$ cat src/rv_decode_pkg.sv
package rv_decode_pkg;

// ----------------------------------------
// Widths

localparam int W_ADDR    = 32;
localparam int W_DATA    = 32;
localparam int W_REGADDR = 5;
localparam int W_ALUOP   = 4;
localparam int W_ALUSRC  = 1;
localparam int W_MEMOP   = 4;
localparam int W_MULOP   = 3;
localparam int W_BCOND   = 2;
localparam int W_EXCEPT  = 3;

// ----------------------------------------
// Core constants

localparam logic [W_ADDR-1:0]    RESET_VECTOR = 32'h0000_0040;
localparam logic [W_REGADDR-1:0] X0           = '0;
localparam logic [W_ADDR-1:0]    PC_STEP      = 32'd4;

// Major opcodes, bits 6:0 of the instruction
localparam logic [6:0] OPC_LOAD   = 7'b000_0011;
localparam logic [6:0] OPC_STORE  = 7'b010_0011;
localparam logic [6:0] OPC_BRANCH = 7'b110_0011;
localparam logic [6:0] OPC_JAL    = 7'b110_1111;
localparam logic [6:0] OPC_JALR   = 7'b110_0111;
localparam logic [6:0] OPC_LUI    = 7'b011_0111;
localparam logic [6:0] OPC_AUIPC  = 7'b001_0111;
localparam logic [6:0] OPC_OP_IMM = 7'b001_0011;
localparam logic [6:0] OPC_OP     = 7'b011_0011;
localparam logic [6:0] OPC_FENCE  = 7'b000_1111;
localparam logic [6:0] OPC_SYSTEM = 7'b111_0011;

localparam logic [6:0] FUNCT7_MULDIV = 7'b000_0001;
localparam logic [6:0] FUNCT7_ALT    = 7'b010_0000;

// ----------------------------------------
// Execute control encodings

localparam logic [W_ALUOP-1:0] ALUOP_ADD    = 4'h0;
localparam logic [W_ALUOP-1:0] ALUOP_SUB    = 4'h1;
localparam logic [W_ALUOP-1:0] ALUOP_LT     = 4'h2;
localparam logic [W_ALUOP-1:0] ALUOP_LTU    = 4'h4;
localparam logic [W_ALUOP-1:0] ALUOP_XOR    = 4'h6;
localparam logic [W_ALUOP-1:0] ALUOP_OR     = 4'h7;
localparam logic [W_ALUOP-1:0] ALUOP_AND    = 4'h8;
localparam logic [W_ALUOP-1:0] ALUOP_SRL    = 4'h9;
localparam logic [W_ALUOP-1:0] ALUOP_SRA    = 4'ha;
localparam logic [W_ALUOP-1:0] ALUOP_SLL    = 4'hb;
localparam logic [W_ALUOP-1:0] ALUOP_RS2    = 4'h3;
localparam logic [W_ALUOP-1:0] ALUOP_MULDIV = 4'hc;

localparam logic [W_ALUSRC-1:0] ALUSRCA_RS1 = 1'b0;
localparam logic [W_ALUSRC-1:0] ALUSRCA_PC  = 1'b1;
localparam logic [W_ALUSRC-1:0] ALUSRCB_RS2 = 1'b0;
localparam logic [W_ALUSRC-1:0] ALUSRCB_IMM = 1'b1;

localparam logic [W_MEMOP-1:0] MEMOP_LW   = 4'h0;
localparam logic [W_MEMOP-1:0] MEMOP_LH   = 4'h1;
localparam logic [W_MEMOP-1:0] MEMOP_LB   = 4'h2;
localparam logic [W_MEMOP-1:0] MEMOP_LHU  = 4'h3;
localparam logic [W_MEMOP-1:0] MEMOP_LBU  = 4'h4;
localparam logic [W_MEMOP-1:0] MEMOP_SW   = 4'h5;
localparam logic [W_MEMOP-1:0] MEMOP_SH   = 4'h6;
localparam logic [W_MEMOP-1:0] MEMOP_SB   = 4'h7;
localparam logic [W_MEMOP-1:0] MEMOP_NONE = 4'hf;

// Numbered as funct3 of the M instructions
localparam logic [W_MULOP-1:0] M_OP_MUL    = 3'd0;
localparam logic [W_MULOP-1:0] M_OP_MULH   = 3'd1;
localparam logic [W_MULOP-1:0] M_OP_MULHSU = 3'd2;
localparam logic [W_MULOP-1:0] M_OP_MULHU  = 3'd3;
localparam logic [W_MULOP-1:0] M_OP_DIV    = 3'd4;
localparam logic [W_MULOP-1:0] M_OP_DIVU   = 3'd5;
localparam logic [W_MULOP-1:0] M_OP_REM    = 3'd6;
localparam logic [W_MULOP-1:0] M_OP_REMU   = 3'd7;

localparam logic [W_BCOND-1:0] BCOND_NEVER  = 2'b00;
localparam logic [W_BCOND-1:0] BCOND_ALWAYS = 2'b01;
localparam logic [W_BCOND-1:0] BCOND_ZERO   = 2'b10;
localparam logic [W_BCOND-1:0] BCOND_NZERO  = 2'b11;

localparam logic [W_EXCEPT-1:0] EXCEPT_NONE          = 3'd0;
localparam logic [W_EXCEPT-1:0] EXCEPT_INSTR_FAULT   = 3'd1;
localparam logic [W_EXCEPT-1:0] EXCEPT_INSTR_ILLEGAL = 3'd2;
localparam logic [W_EXCEPT-1:0] EXCEPT_ECALL_M       = 3'd3;
localparam logic [W_EXCEPT-1:0] EXCEPT_EBREAK        = 3'd4;

// ----------------------------------------
// Instruction word, register and immediate views

typedef union packed {
	struct packed {
		logic [6:0]           funct7;
		logic [W_REGADDR-1:0] rs2;
		logic [W_REGADDR-1:0] rs1;
		logic [2:0]           funct3;
		logic [W_REGADDR-1:0] rd;
		logic [6:0]           opcode;
	} r;
	struct packed {
		logic [11:0]          imm12;
		logic [W_REGADDR-1:0] rs1;
		logic [2:0]           funct3;
		logic [W_REGADDR-1:0] rd;
		logic [6:0]           opcode;
	} i;
} instr_t;

endpackage

$ cat src/rv_pc_ctrl.sv
`timescale 1ns/10ps

module rv_pc_ctrl
	import rv_decode_pkg::*;
(
	input  logic              clk,
	input  logic              rst_n,

	input  logic [1:0]        fd_cir_vld_i,
	input  logic [1:0]        fd_cir_err_i,
	input  logic              x_stall_i,
	input  logic              f_jump_now_i,
	input  logic [W_ADDR-1:0] f_jump_target_i,

	output logic [W_ADDR-1:0] d_pc_o,
	output logic [1:0]        df_cir_use_o,
	output logic              d_starved_o,
	output logic              d_bus_fault_o
);

logic              accept;
logic [W_ADDR-1:0] pc;

// Every instruction is 32 bits, so both halfwords must be present
assign d_starved_o = fd_cir_vld_i < 2'd2;
assign accept      = !d_starved_o && !x_stall_i;

// Fetch drops the consumed halfwords from its buffer
assign df_cir_use_o = accept ? 2'd2 : 2'd0;

// An error only counts on a halfword that fetch marked valid
assign d_bus_fault_o = (fd_cir_vld_i > 2'd0 && fd_cir_err_i[0]) ||
	(fd_cir_vld_i > 2'd1 && fd_cir_err_i[1]);

// ----------------------------------------
// Decode PC

always_ff @(posedge clk or negedge rst_n) begin
	if (!rst_n) begin
		pc <= RESET_VECTOR;
	end else if (f_jump_now_i) begin
		// Jump wins over stall and over a sequential step
		pc <= f_jump_target_i;
	end else if (accept) begin
		pc <= pc + PC_STEP;
	end
end

assign d_pc_o = pc;

endmodule

$ cat src/rv_imm_gen.sv
`timescale 1ns/10ps

module rv_imm_gen
	import rv_decode_pkg::*;
(
	input  instr_t            instr_i,

	output logic [W_DATA-1:0] imm_i_o,
	output logic [W_DATA-1:0] imm_u_o,
	output logic [W_DATA-1:0] imm_j_o,
	output logic [W_DATA-1:0] addr_offs_o
);

logic [W_DATA-1:0] imm_s;
logic [W_DATA-1:0] imm_b;
logic              sign;

assign sign = instr_i.i.imm12[11];

// ----------------------------------------
// Immediate formats

assign imm_i_o = {{20{sign}}, instr_i.i.imm12};

// S and B keep their low bits in the rd field
assign imm_s = {{20{sign}}, instr_i.i.imm12[11:5], instr_i.i.rd};
assign imm_b = {{20{sign}}, instr_i.i.rd[0], instr_i.i.imm12[10:5],
	instr_i.i.rd[4:1], 1'b0};

assign imm_u_o = {instr_i.i.imm12, instr_i.i.rs1, instr_i.i.funct3, 12'h000};

// J format scatters bits 19:12 over rs1 and funct3
assign imm_j_o = {{12{sign}}, instr_i.i.rs1, instr_i.i.funct3,
	instr_i.i.imm12[0], instr_i.i.imm12[10:1], 1'b0};

// ----------------------------------------
// Address offset for the execute-stage adder

always_comb begin
	case (instr_i.i.opcode)
	OPC_JAL:    addr_offs_o = imm_j_o;
	OPC_BRANCH: addr_offs_o = imm_b;
	OPC_STORE:  addr_offs_o = imm_s;
	OPC_JALR:   addr_offs_o = imm_i_o;
	OPC_LOAD:   addr_offs_o = imm_i_o;
	default:    addr_offs_o = '0;
	endcase
end

endmodule

$ cat src/rv_ctrl_decode.sv
`timescale 1ns/10ps

module rv_ctrl_decode
	import rv_decode_pkg::*;
(
	input  instr_t               instr_i,
	input  logic [W_DATA-1:0]    imm_i_i,
	input  logic [W_DATA-1:0]    imm_u_i,
	input  logic [W_DATA-1:0]    imm_j_i,
	input  logic                 starved_i,
	input  logic                 bus_fault_i,

	output logic [W_REGADDR-1:0] d_rs1_o,
	output logic [W_REGADDR-1:0] d_rs2_o,
	output logic [W_REGADDR-1:0] d_rd_o,
	output logic [W_DATA-1:0]    d_imm_o,
	output logic [W_ALUSRC-1:0]  d_alusrc_a_o,
	output logic [W_ALUSRC-1:0]  d_alusrc_b_o,
	output logic [W_ALUOP-1:0]   d_aluop_o,
	output logic [W_MEMOP-1:0]   d_memop_o,
	output logic [W_MULOP-1:0]   d_mulop_o,
	output logic [W_BCOND-1:0]   d_branchcond_o,
	output logic                 d_addr_is_regoffs_o,
	output logic [W_EXCEPT-1:0]  d_except_o
);

logic       invalid;
logic [2:0] funct3;
logic [6:0] funct7;
logic       sys_base;

// Shared ALU mapping for the register and immediate forms
function automatic logic [W_ALUOP-1:0] alu_from_funct3(input logic [2:0] f3, input logic alt);
	case (f3)
	3'b000:  alu_from_funct3 = alt ? ALUOP_SUB : ALUOP_ADD;
	3'b001:  alu_from_funct3 = ALUOP_SLL;
	3'b010:  alu_from_funct3 = ALUOP_LT;
	3'b011:  alu_from_funct3 = ALUOP_LTU;
	3'b100:  alu_from_funct3 = ALUOP_XOR;
	3'b101:  alu_from_funct3 = alt ? ALUOP_SRA : ALUOP_SRL;
	3'b110:  alu_from_funct3 = ALUOP_OR;
	default: alu_from_funct3 = ALUOP_AND;
	endcase
endfunction

assign funct3 = instr_i.r.funct3;
assign funct7 = instr_i.r.funct7;

// ECALL and EBREAK differ only in bit 20
assign sys_base = funct7 == 7'd0 && instr_i.r.rs2[4:1] == 4'd0 &&
	instr_i.r.rs1 == X0 && funct3 == 3'd0 && instr_i.r.rd == X0;

always_comb begin
	d_rs1_o             = instr_i.r.rs1;
	d_rs2_o             = instr_i.r.rs2;
	d_rd_o              = instr_i.r.rd;
	d_imm_o             = imm_i_i;
	d_alusrc_a_o        = ALUSRCA_RS1;
	d_alusrc_b_o        = ALUSRCB_RS2;
	d_aluop_o           = ALUOP_ADD;
	d_memop_o           = MEMOP_NONE;
	d_mulop_o           = M_OP_MUL;
	d_branchcond_o      = BCOND_NEVER;
	d_addr_is_regoffs_o = 1'b0;
	d_except_o          = EXCEPT_NONE;
	invalid             = 1'b0;

	case (instr_i.r.opcode)
	OPC_BRANCH: begin
		d_rd_o         = X0;
		d_aluop_o      = funct3[2] ? (funct3[1] ? ALUOP_LTU : ALUOP_LT) : ALUOP_SUB;
		d_branchcond_o = (funct3[0] ^ funct3[2]) ? BCOND_NZERO : BCOND_ZERO;
		invalid        = funct3[2:1] == 2'b01;
	end
	OPC_JAL: begin
		// Link value is PC + 4 from the ALU
		d_rs1_o        = X0;
		d_rs2_o        = X0;
		d_alusrc_a_o   = ALUSRCA_PC;
		d_alusrc_b_o   = ALUSRCB_IMM;
		d_imm_o        = PC_STEP;
		d_branchcond_o = BCOND_ALWAYS;
		// Without 16-bit instructions a halfword-aligned target is unreachable
		invalid        = imm_j_i[1];
	end
	OPC_JALR: begin
		d_rs2_o             = X0;
		d_alusrc_a_o        = ALUSRCA_PC;
		d_alusrc_b_o        = ALUSRCB_IMM;
		d_imm_o             = PC_STEP;
		d_branchcond_o      = BCOND_ALWAYS;
		d_addr_is_regoffs_o = 1'b1;
		invalid             = funct3 != 3'd0;
	end
	OPC_LUI: begin
		d_rs1_o      = X0;
		d_rs2_o      = X0;
		d_aluop_o    = ALUOP_RS2;
		d_alusrc_b_o = ALUSRCB_IMM;
		d_imm_o      = imm_u_i;
	end
	OPC_AUIPC: begin
		d_rs1_o      = X0;
		d_rs2_o      = X0;
		d_alusrc_a_o = ALUSRCA_PC;
		d_alusrc_b_o = ALUSRCB_IMM;
		d_imm_o      = imm_u_i;
	end
	OPC_OP_IMM: begin
		d_rs2_o      = X0;
		d_alusrc_b_o = ALUSRCB_IMM;
		d_aluop_o    = alu_from_funct3(funct3, funct3 == 3'b101 && funct7 == FUNCT7_ALT);
		// Shift amounts leave funct7 as the only shift-type field
		if (funct3 == 3'b001)
			invalid = funct7 != 7'd0;
		else if (funct3 == 3'b101)
			invalid = funct7 != 7'd0 && funct7 != FUNCT7_ALT;
	end
	OPC_OP: begin
		if (funct7 == FUNCT7_MULDIV) begin
			d_aluop_o = ALUOP_MULDIV;
			d_mulop_o = funct3;
		end else begin
			d_aluop_o = alu_from_funct3(funct3, funct7 == FUNCT7_ALT);
			invalid   = funct7 == FUNCT7_ALT ? (funct3 != 3'b000 && funct3 != 3'b101) :
				funct7 != 7'd0;
		end
	end
	OPC_LOAD: begin
		d_rs2_o             = X0;
		d_addr_is_regoffs_o = 1'b1;
		case (funct3)
		3'b000:  d_memop_o = MEMOP_LB;
		3'b001:  d_memop_o = MEMOP_LH;
		3'b010:  d_memop_o = MEMOP_LW;
		3'b100:  d_memop_o = MEMOP_LBU;
		3'b101:  d_memop_o = MEMOP_LHU;
		default: invalid = 1'b1;
		endcase
	end
	OPC_STORE: begin
		// Store data passes through the ALU from rs2
		d_rd_o              = X0;
		d_aluop_o           = ALUOP_RS2;
		d_addr_is_regoffs_o = 1'b1;
		case (funct3)
		3'b000:  d_memop_o = MEMOP_SB;
		3'b001:  d_memop_o = MEMOP_SH;
		3'b010:  d_memop_o = MEMOP_SW;
		default: invalid = 1'b1;
		endcase
	end
	OPC_FENCE: begin
		// No-op, rs1 and rd are already zero in the encoding
		d_rs2_o = X0;
		invalid = funct3 != 3'b000;
	end
	OPC_SYSTEM: begin
		d_rs1_o    = X0;
		d_rs2_o    = X0;
		d_rd_o     = X0;
		d_except_o = instr_i.r.rs2[0] ? EXCEPT_EBREAK : EXCEPT_ECALL_M;
		invalid    = !sys_base;
	end
	default: begin
		invalid = 1'b1;
	end
	endcase

	// ----------------------------------------
	// Squash anything that must not reach execute
	if (invalid || starved_i || bus_fault_i) begin
		d_rs1_o        = X0;
		d_rs2_o        = X0;
		d_rd_o         = X0;
		d_memop_o      = MEMOP_NONE;
		d_branchcond_o = BCOND_NEVER;
		d_aluop_o      = ALUOP_ADD;
		if (bus_fault_i)
			d_except_o = EXCEPT_INSTR_FAULT;
		else if (!starved_i)
			d_except_o = EXCEPT_INSTR_ILLEGAL;
		else
			d_except_o = EXCEPT_NONE;
	end
end

endmodule

$ cat src/rv_decode_top.sv
`timescale 1ns/10ps

module rv_decode_top
	import rv_decode_pkg::*;
(
	input  logic                 clk,
	input  logic                 rst_n,

	// Fetch side
	input  instr_t               fd_cir_i,
	input  logic [1:0]           fd_cir_vld_i,
	input  logic [1:0]           fd_cir_err_i,
	output logic [1:0]           df_cir_use_o,
	input  logic                 f_jump_now_i,
	input  logic [W_ADDR-1:0]    f_jump_target_i,

	// Execute side
	input  logic                 x_stall_i,
	output logic [W_ADDR-1:0]    d_pc_o,
	output logic                 d_starved_o,
	output logic [W_REGADDR-1:0] d_rs1_o,
	output logic [W_REGADDR-1:0] d_rs2_o,
	output logic [W_REGADDR-1:0] d_rd_o,
	output logic [W_DATA-1:0]    d_imm_o,
	output logic [W_ALUSRC-1:0]  d_alusrc_a_o,
	output logic [W_ALUSRC-1:0]  d_alusrc_b_o,
	output logic [W_ALUOP-1:0]   d_aluop_o,
	output logic [W_MEMOP-1:0]   d_memop_o,
	output logic [W_MULOP-1:0]   d_mulop_o,
	output logic [W_BCOND-1:0]   d_branchcond_o,
	output logic [W_DATA-1:0]    d_addr_offs_o,
	output logic                 d_addr_is_regoffs_o,
	output logic [W_EXCEPT-1:0]  d_except_o
);

logic              d_bus_fault;
logic [W_DATA-1:0] imm_i;
logic [W_DATA-1:0] imm_u;
logic [W_DATA-1:0] imm_j;

rv_pc_ctrl u_pc_ctrl (
	.clk             (clk),
	.rst_n           (rst_n),
	.fd_cir_vld_i    (fd_cir_vld_i),
	.fd_cir_err_i    (fd_cir_err_i),
	.x_stall_i       (x_stall_i),
	.f_jump_now_i    (f_jump_now_i),
	.f_jump_target_i (f_jump_target_i),
	.d_pc_o          (d_pc_o),
	.df_cir_use_o    (df_cir_use_o),
	.d_starved_o     (d_starved_o),
	.d_bus_fault_o   (d_bus_fault)
);

rv_imm_gen u_imm_gen (
	.instr_i     (fd_cir_i),
	.imm_i_o     (imm_i),
	.imm_u_o     (imm_u),
	.imm_j_o     (imm_j),
	.addr_offs_o (d_addr_offs_o)
);

rv_ctrl_decode u_ctrl_decode (
	.instr_i             (fd_cir_i),
	.imm_i_i             (imm_i),
	.imm_u_i             (imm_u),
	.imm_j_i             (imm_j),
	.starved_i           (d_starved_o),
	.bus_fault_i         (d_bus_fault),
	.d_rs1_o             (d_rs1_o),
	.d_rs2_o             (d_rs2_o),
	.d_rd_o              (d_rd_o),
	.d_imm_o             (d_imm_o),
	.d_alusrc_a_o        (d_alusrc_a_o),
	.d_alusrc_b_o        (d_alusrc_b_o),
	.d_aluop_o           (d_aluop_o),
	.d_memop_o           (d_memop_o),
	.d_mulop_o           (d_mulop_o),
	.d_branchcond_o      (d_branchcond_o),
	.d_addr_is_regoffs_o (d_addr_is_regoffs_o),
	.d_except_o          (d_except_o)
);

endmodule

$ cat config.mk
export PLATFORM = sky130hd
export DESIGN_NAME = rv_decode_top
export DESIGN_NICKNAME = d
export VERILOG_FILES = /design/src/rv_decode_pkg.sv /design/src/rv_pc_ctrl.sv /design/src/rv_imm_gen.sv /design/src/rv_ctrl_decode.sv /design/src/rv_decode_top.sv
export SDC_FILE = /design/constraint.sdc
export NUM_CORES = 1
export LEC_CHECK = 0
export BUFFER_PORTS_ARGS = -buffer_cell sky130_fd_sc_hd__buf_2
export CORE_MARGIN = 10
export CORE_UTILIZATION = 48
export CTS_CLUSTER_SIZE = 40
export DETAILED_ROUTE_END_ITERATION = 12
export GPL_TIMING_DRIVEN = 0
export HOLD_SLACK_MARGIN = 0.15
export PLACE_DENSITY = 0.95
export SLEW_MARGIN = 20
export SYNTH_ARGS = -nofsm -noshare
export SYNTH_HDL_FRONTEND = slang
export SYNTH_SLANG_ARGS = --single-unit
$ cat constraint.sdc
create_clock -name clk -period 4.21 [get_ports clk]
set_input_delay 0.6315 -clock clk [delete_from_list [all_inputs] [get_ports clk]]
set_output_delay 0.6315 -clock clk [all_outputs]
set_load 0.02 [all_outputs]
==> flow_summary.toml <==
[yosys]
async_flop_share_pct = 100.0
netlist_area_um2 = 3366
synth_top_area_share_pct = 23.05
ys_types = 65
synth_cells = 438
ys_top_cells_by_area = "dfrtp_1 (23%), a21o_1 (6.7%), nand2_1 (6.6%)"
syn_nets = 512
avgSynthCellArea_um2 = 7.684
synth-seq-area-share_pct = 23.83
synth_edf_count = 0
synth-main-ff-cell = "dfrtp_1"
yosys_register_bits = 32
ys_warn_count = 0
yosys.area.top_type = "dfrtp_1"

[timing]
hold_viol = 0
hold_ws_ns = 0.3853
setup_violations = 0
fin_crit_sh_pct = 81.89
layout_setup_ws_ns = 0.7623
max_freq_mhz = 290.1
timing.final.max_slew_violations = 0
min_period_ns = 3.448
fin_setup_tns_ns = 0
tightestPinTransition_ns = 0.9230
fin_skew_ns = 0.009477
relSlewSlack_pct = 38.31
rsz0062_at_grt = "false"

[global_routing]
overflow = 0
antenna_found_initial = 0
grt_max_degree = 33
grt_usage_pct = 26.11
grt_pass1_vias = 4151
grt_pass1_wl_um = 23600

[layout]
synthToLayoutAreaGrowth_pct = 36.25
num-fill-cells = 568
fin_nets = 720
diodes = 0
layout-drive-gt1-share_pct = 41.11
largest_reg_flops = 32

[clock_network]
tritoncts = "done"
insertion_delay_ns = 0.29
clockBufferDepth = 2
root_buffer = "clkbuf_8"
postCtsHoldBufs = 0
cts_setup_buffers = 0
clk_pin_slew_ns = 0.07
cts_buffers = 5
postCtsResizedCells = 0
clock-sinks = 32
cts-htree-levels = 2

[route]
drt_iter0_markers = 509
wl_per_cell_um = 19.89
routed-via-count = 4344
drt_first_pass_iters = 5
drt-vias-per-instance = 5.847
drc = 0
ant_nets = 0
routed_wl_um = 14780

[place]
dp_hpwl_um = 11890
gp_congestion = 0.9552
pre_cts_ws_ns = 0.8821
io_buffer_count = 201

[worst_setup_path]
r2r-end = "u_pc_ctrl.d_pc_o[29]"
r2r_cells = 6
r2r_start = "u_pc_ctrl.d_pc_o[6]"
cpMaxStageDelayCell = "nor3_1"
cp.depth = 8
critPathArrivalTime_ns = 2.82
start_kind = "input port"
path_cells = "buf_2, buf_8, clkbuf_1, a41oi_1, nor3_1, and2_1, buf_4, buf_2"
cp_max_fo = 12
crit_path_end = "d_addr_offs_o[23]"
worstSetupEndpointType = "primary output"
required_ns = 3.58
slowest_delay_ns = 0.46
cp_common_cell = "buf_2"
reg2reg_slack_ns = 2.11
crit_family = "buffers and inverters"
critical_path_class = "input port to primary output"
startpoint = "fd_cir_i[6]"
path_buf_inv = 5

[pwr]
power.density_nw_per_um2 = 213.0
p_int_w = 0.0005961
p_sw_w = 0.0003808
power_frac_comb_pct = 36.1
pwr-share-clk_pct = 25.7
ir_drop_uv = 200.4
finalPower_w = 0.0009769
p_leak_nw = 2.395
seqPwrFrac_pct = 38.1
sw_frac_of_total_pct = 38.98

[floorplan]
start_util_pct = 49.54
die_height_um = 103.7
row_count = 30
die-area_um2 = 10760
die_x_um = 103.7
coreArea_um2 = 6794
ioPinCount = 205

[hold_path]
hold_class = "input port to async pin"

[flow_run]
cap_violations = 0

[outcome]
status = "completed"
worst min path at each step:
| stage | to | cells past startpoint |
|---|---|---|
| 2_1_floorplan | u_pc_ctrl.d_pc_o[0] | 0 |
| 3_3_place_gp | u_pc_ctrl.d_pc_o[0] | 1 |
| 3_5_place_dp | u_pc_ctrl.d_pc_o[1] | 1 |
| 4_1_cts | u_pc_ctrl.d_pc_o[20] | 1 |
| 5_1_grt | u_pc_ctrl.d_pc_o[13] | 1 |
| 6_report | u_pc_ctrl.d_pc_o[0] | 1 |
logic make-up after synthesis:
family	count (synthesis)	synth area share, %
compound gates	110	22.19
simple gates	204	34.72
fa+ha+maj	2	0.7434
buf+inv	55	9.293
other cells	1	0.1114
flops	32	23.83
xor+xnor	29	7.546
mux	5	1.561
synth_stat cells (all sizes together) (14+ instances only):
cell type   n
nor3       18
dfrtp      31
nand4      15
and3       14
a21o       30
o21ai      39
nor2       27
and2       21
buf        20
nand2      60
clkbuf     23
xor2       17
nor4       14
final cells by class:
type / instances / area, um2 / share of cell area [%]
plain buffers: 43 / 267.8 / 5.839
clock buffers: 7 / 86.33 / 1.883
clock inverters: 1 / 7.507 / 0.1637
inverters: 12 / 45.04 / 0.9823
multi-input cells: 351 / 2251 / 49.09
flip-flops and latches: 32 / 802.0 / 17.49
well taps: 96 / 120.1 / 2.619
repair buffers: 201 / 1006 / 21.94
layer usage:
metal  wire length (um)  share of wire (%)  up-vias  track usage (%)
met4                374                2.5        0            8.151
met1               5794                 39     2058            32.28
met5                  0                  0        -                0
met3               1394                9.4       33            6.258
li1                   -                  -     1971                -
met2               7211                 49      282            43.60
worst register-to-register path: stages (launching register included):
cell and delay [ns]:
dfstp_2 0.57, and4_1 0.23, and4_1 0.32, nand4_1 0.30, nor4_2 0.30, xnor2_1 0.16, o21ai_1 0.08
power groups by stage:
stage | Combinational [W] | Clock [W] | Sequential, W
6_report | 0.000353 | 0.000251 | 0.000373
3_5_place_dp | 0.000348 | 0 | 0.000376
5_1_grt | 0.000380 | 0.000267 | 0.000377
3_3_place_gp | 0.000340 | 0 | 0.000373
4_1_cts | 0.000349 | 0.000253 | 0.000371
2_1_floorplan | 0.000163 | 0 | 0.000407
metrics by stage:
stage               util (%)  cells  area [um2]
floorplan                  -    438        3366
global placement       66.11    735        4492
detailed placement     66.11    735        4492
CTS                    67.50    743        4586
global route           67.50    743        4586
finish                 67.50    743        4586
cells in the final DEF (no fill, tap or decap), types with 4 or more instances in the layout:
cell      Yosys  routed
a21o_1       30      30
a21oi_1       9       9
a22o_1        4       4
a31oi_1       4       4
and2_1       21      21
and3_1        8       8
and3_2        6       6
buf_2         3     204
buf_4        13      13
clkbuf_1     21      22
clkbuf_8      2       8
dfrtp_1      31      31
inv_1        10      10
nand2_1      59      59
nand2b_1      6       6
nand3_1      11      11
nand4_1      15      15
nor2_1       24      24
nor3_1       13      13
nor3_2        5       5
nor4_1        8       8
nor4_2        6       6
o21ai_0      37      37
xnor2_1      12      12
xor2_1       17      17
No activity file was read; power rests on OpenSTA's default activity.
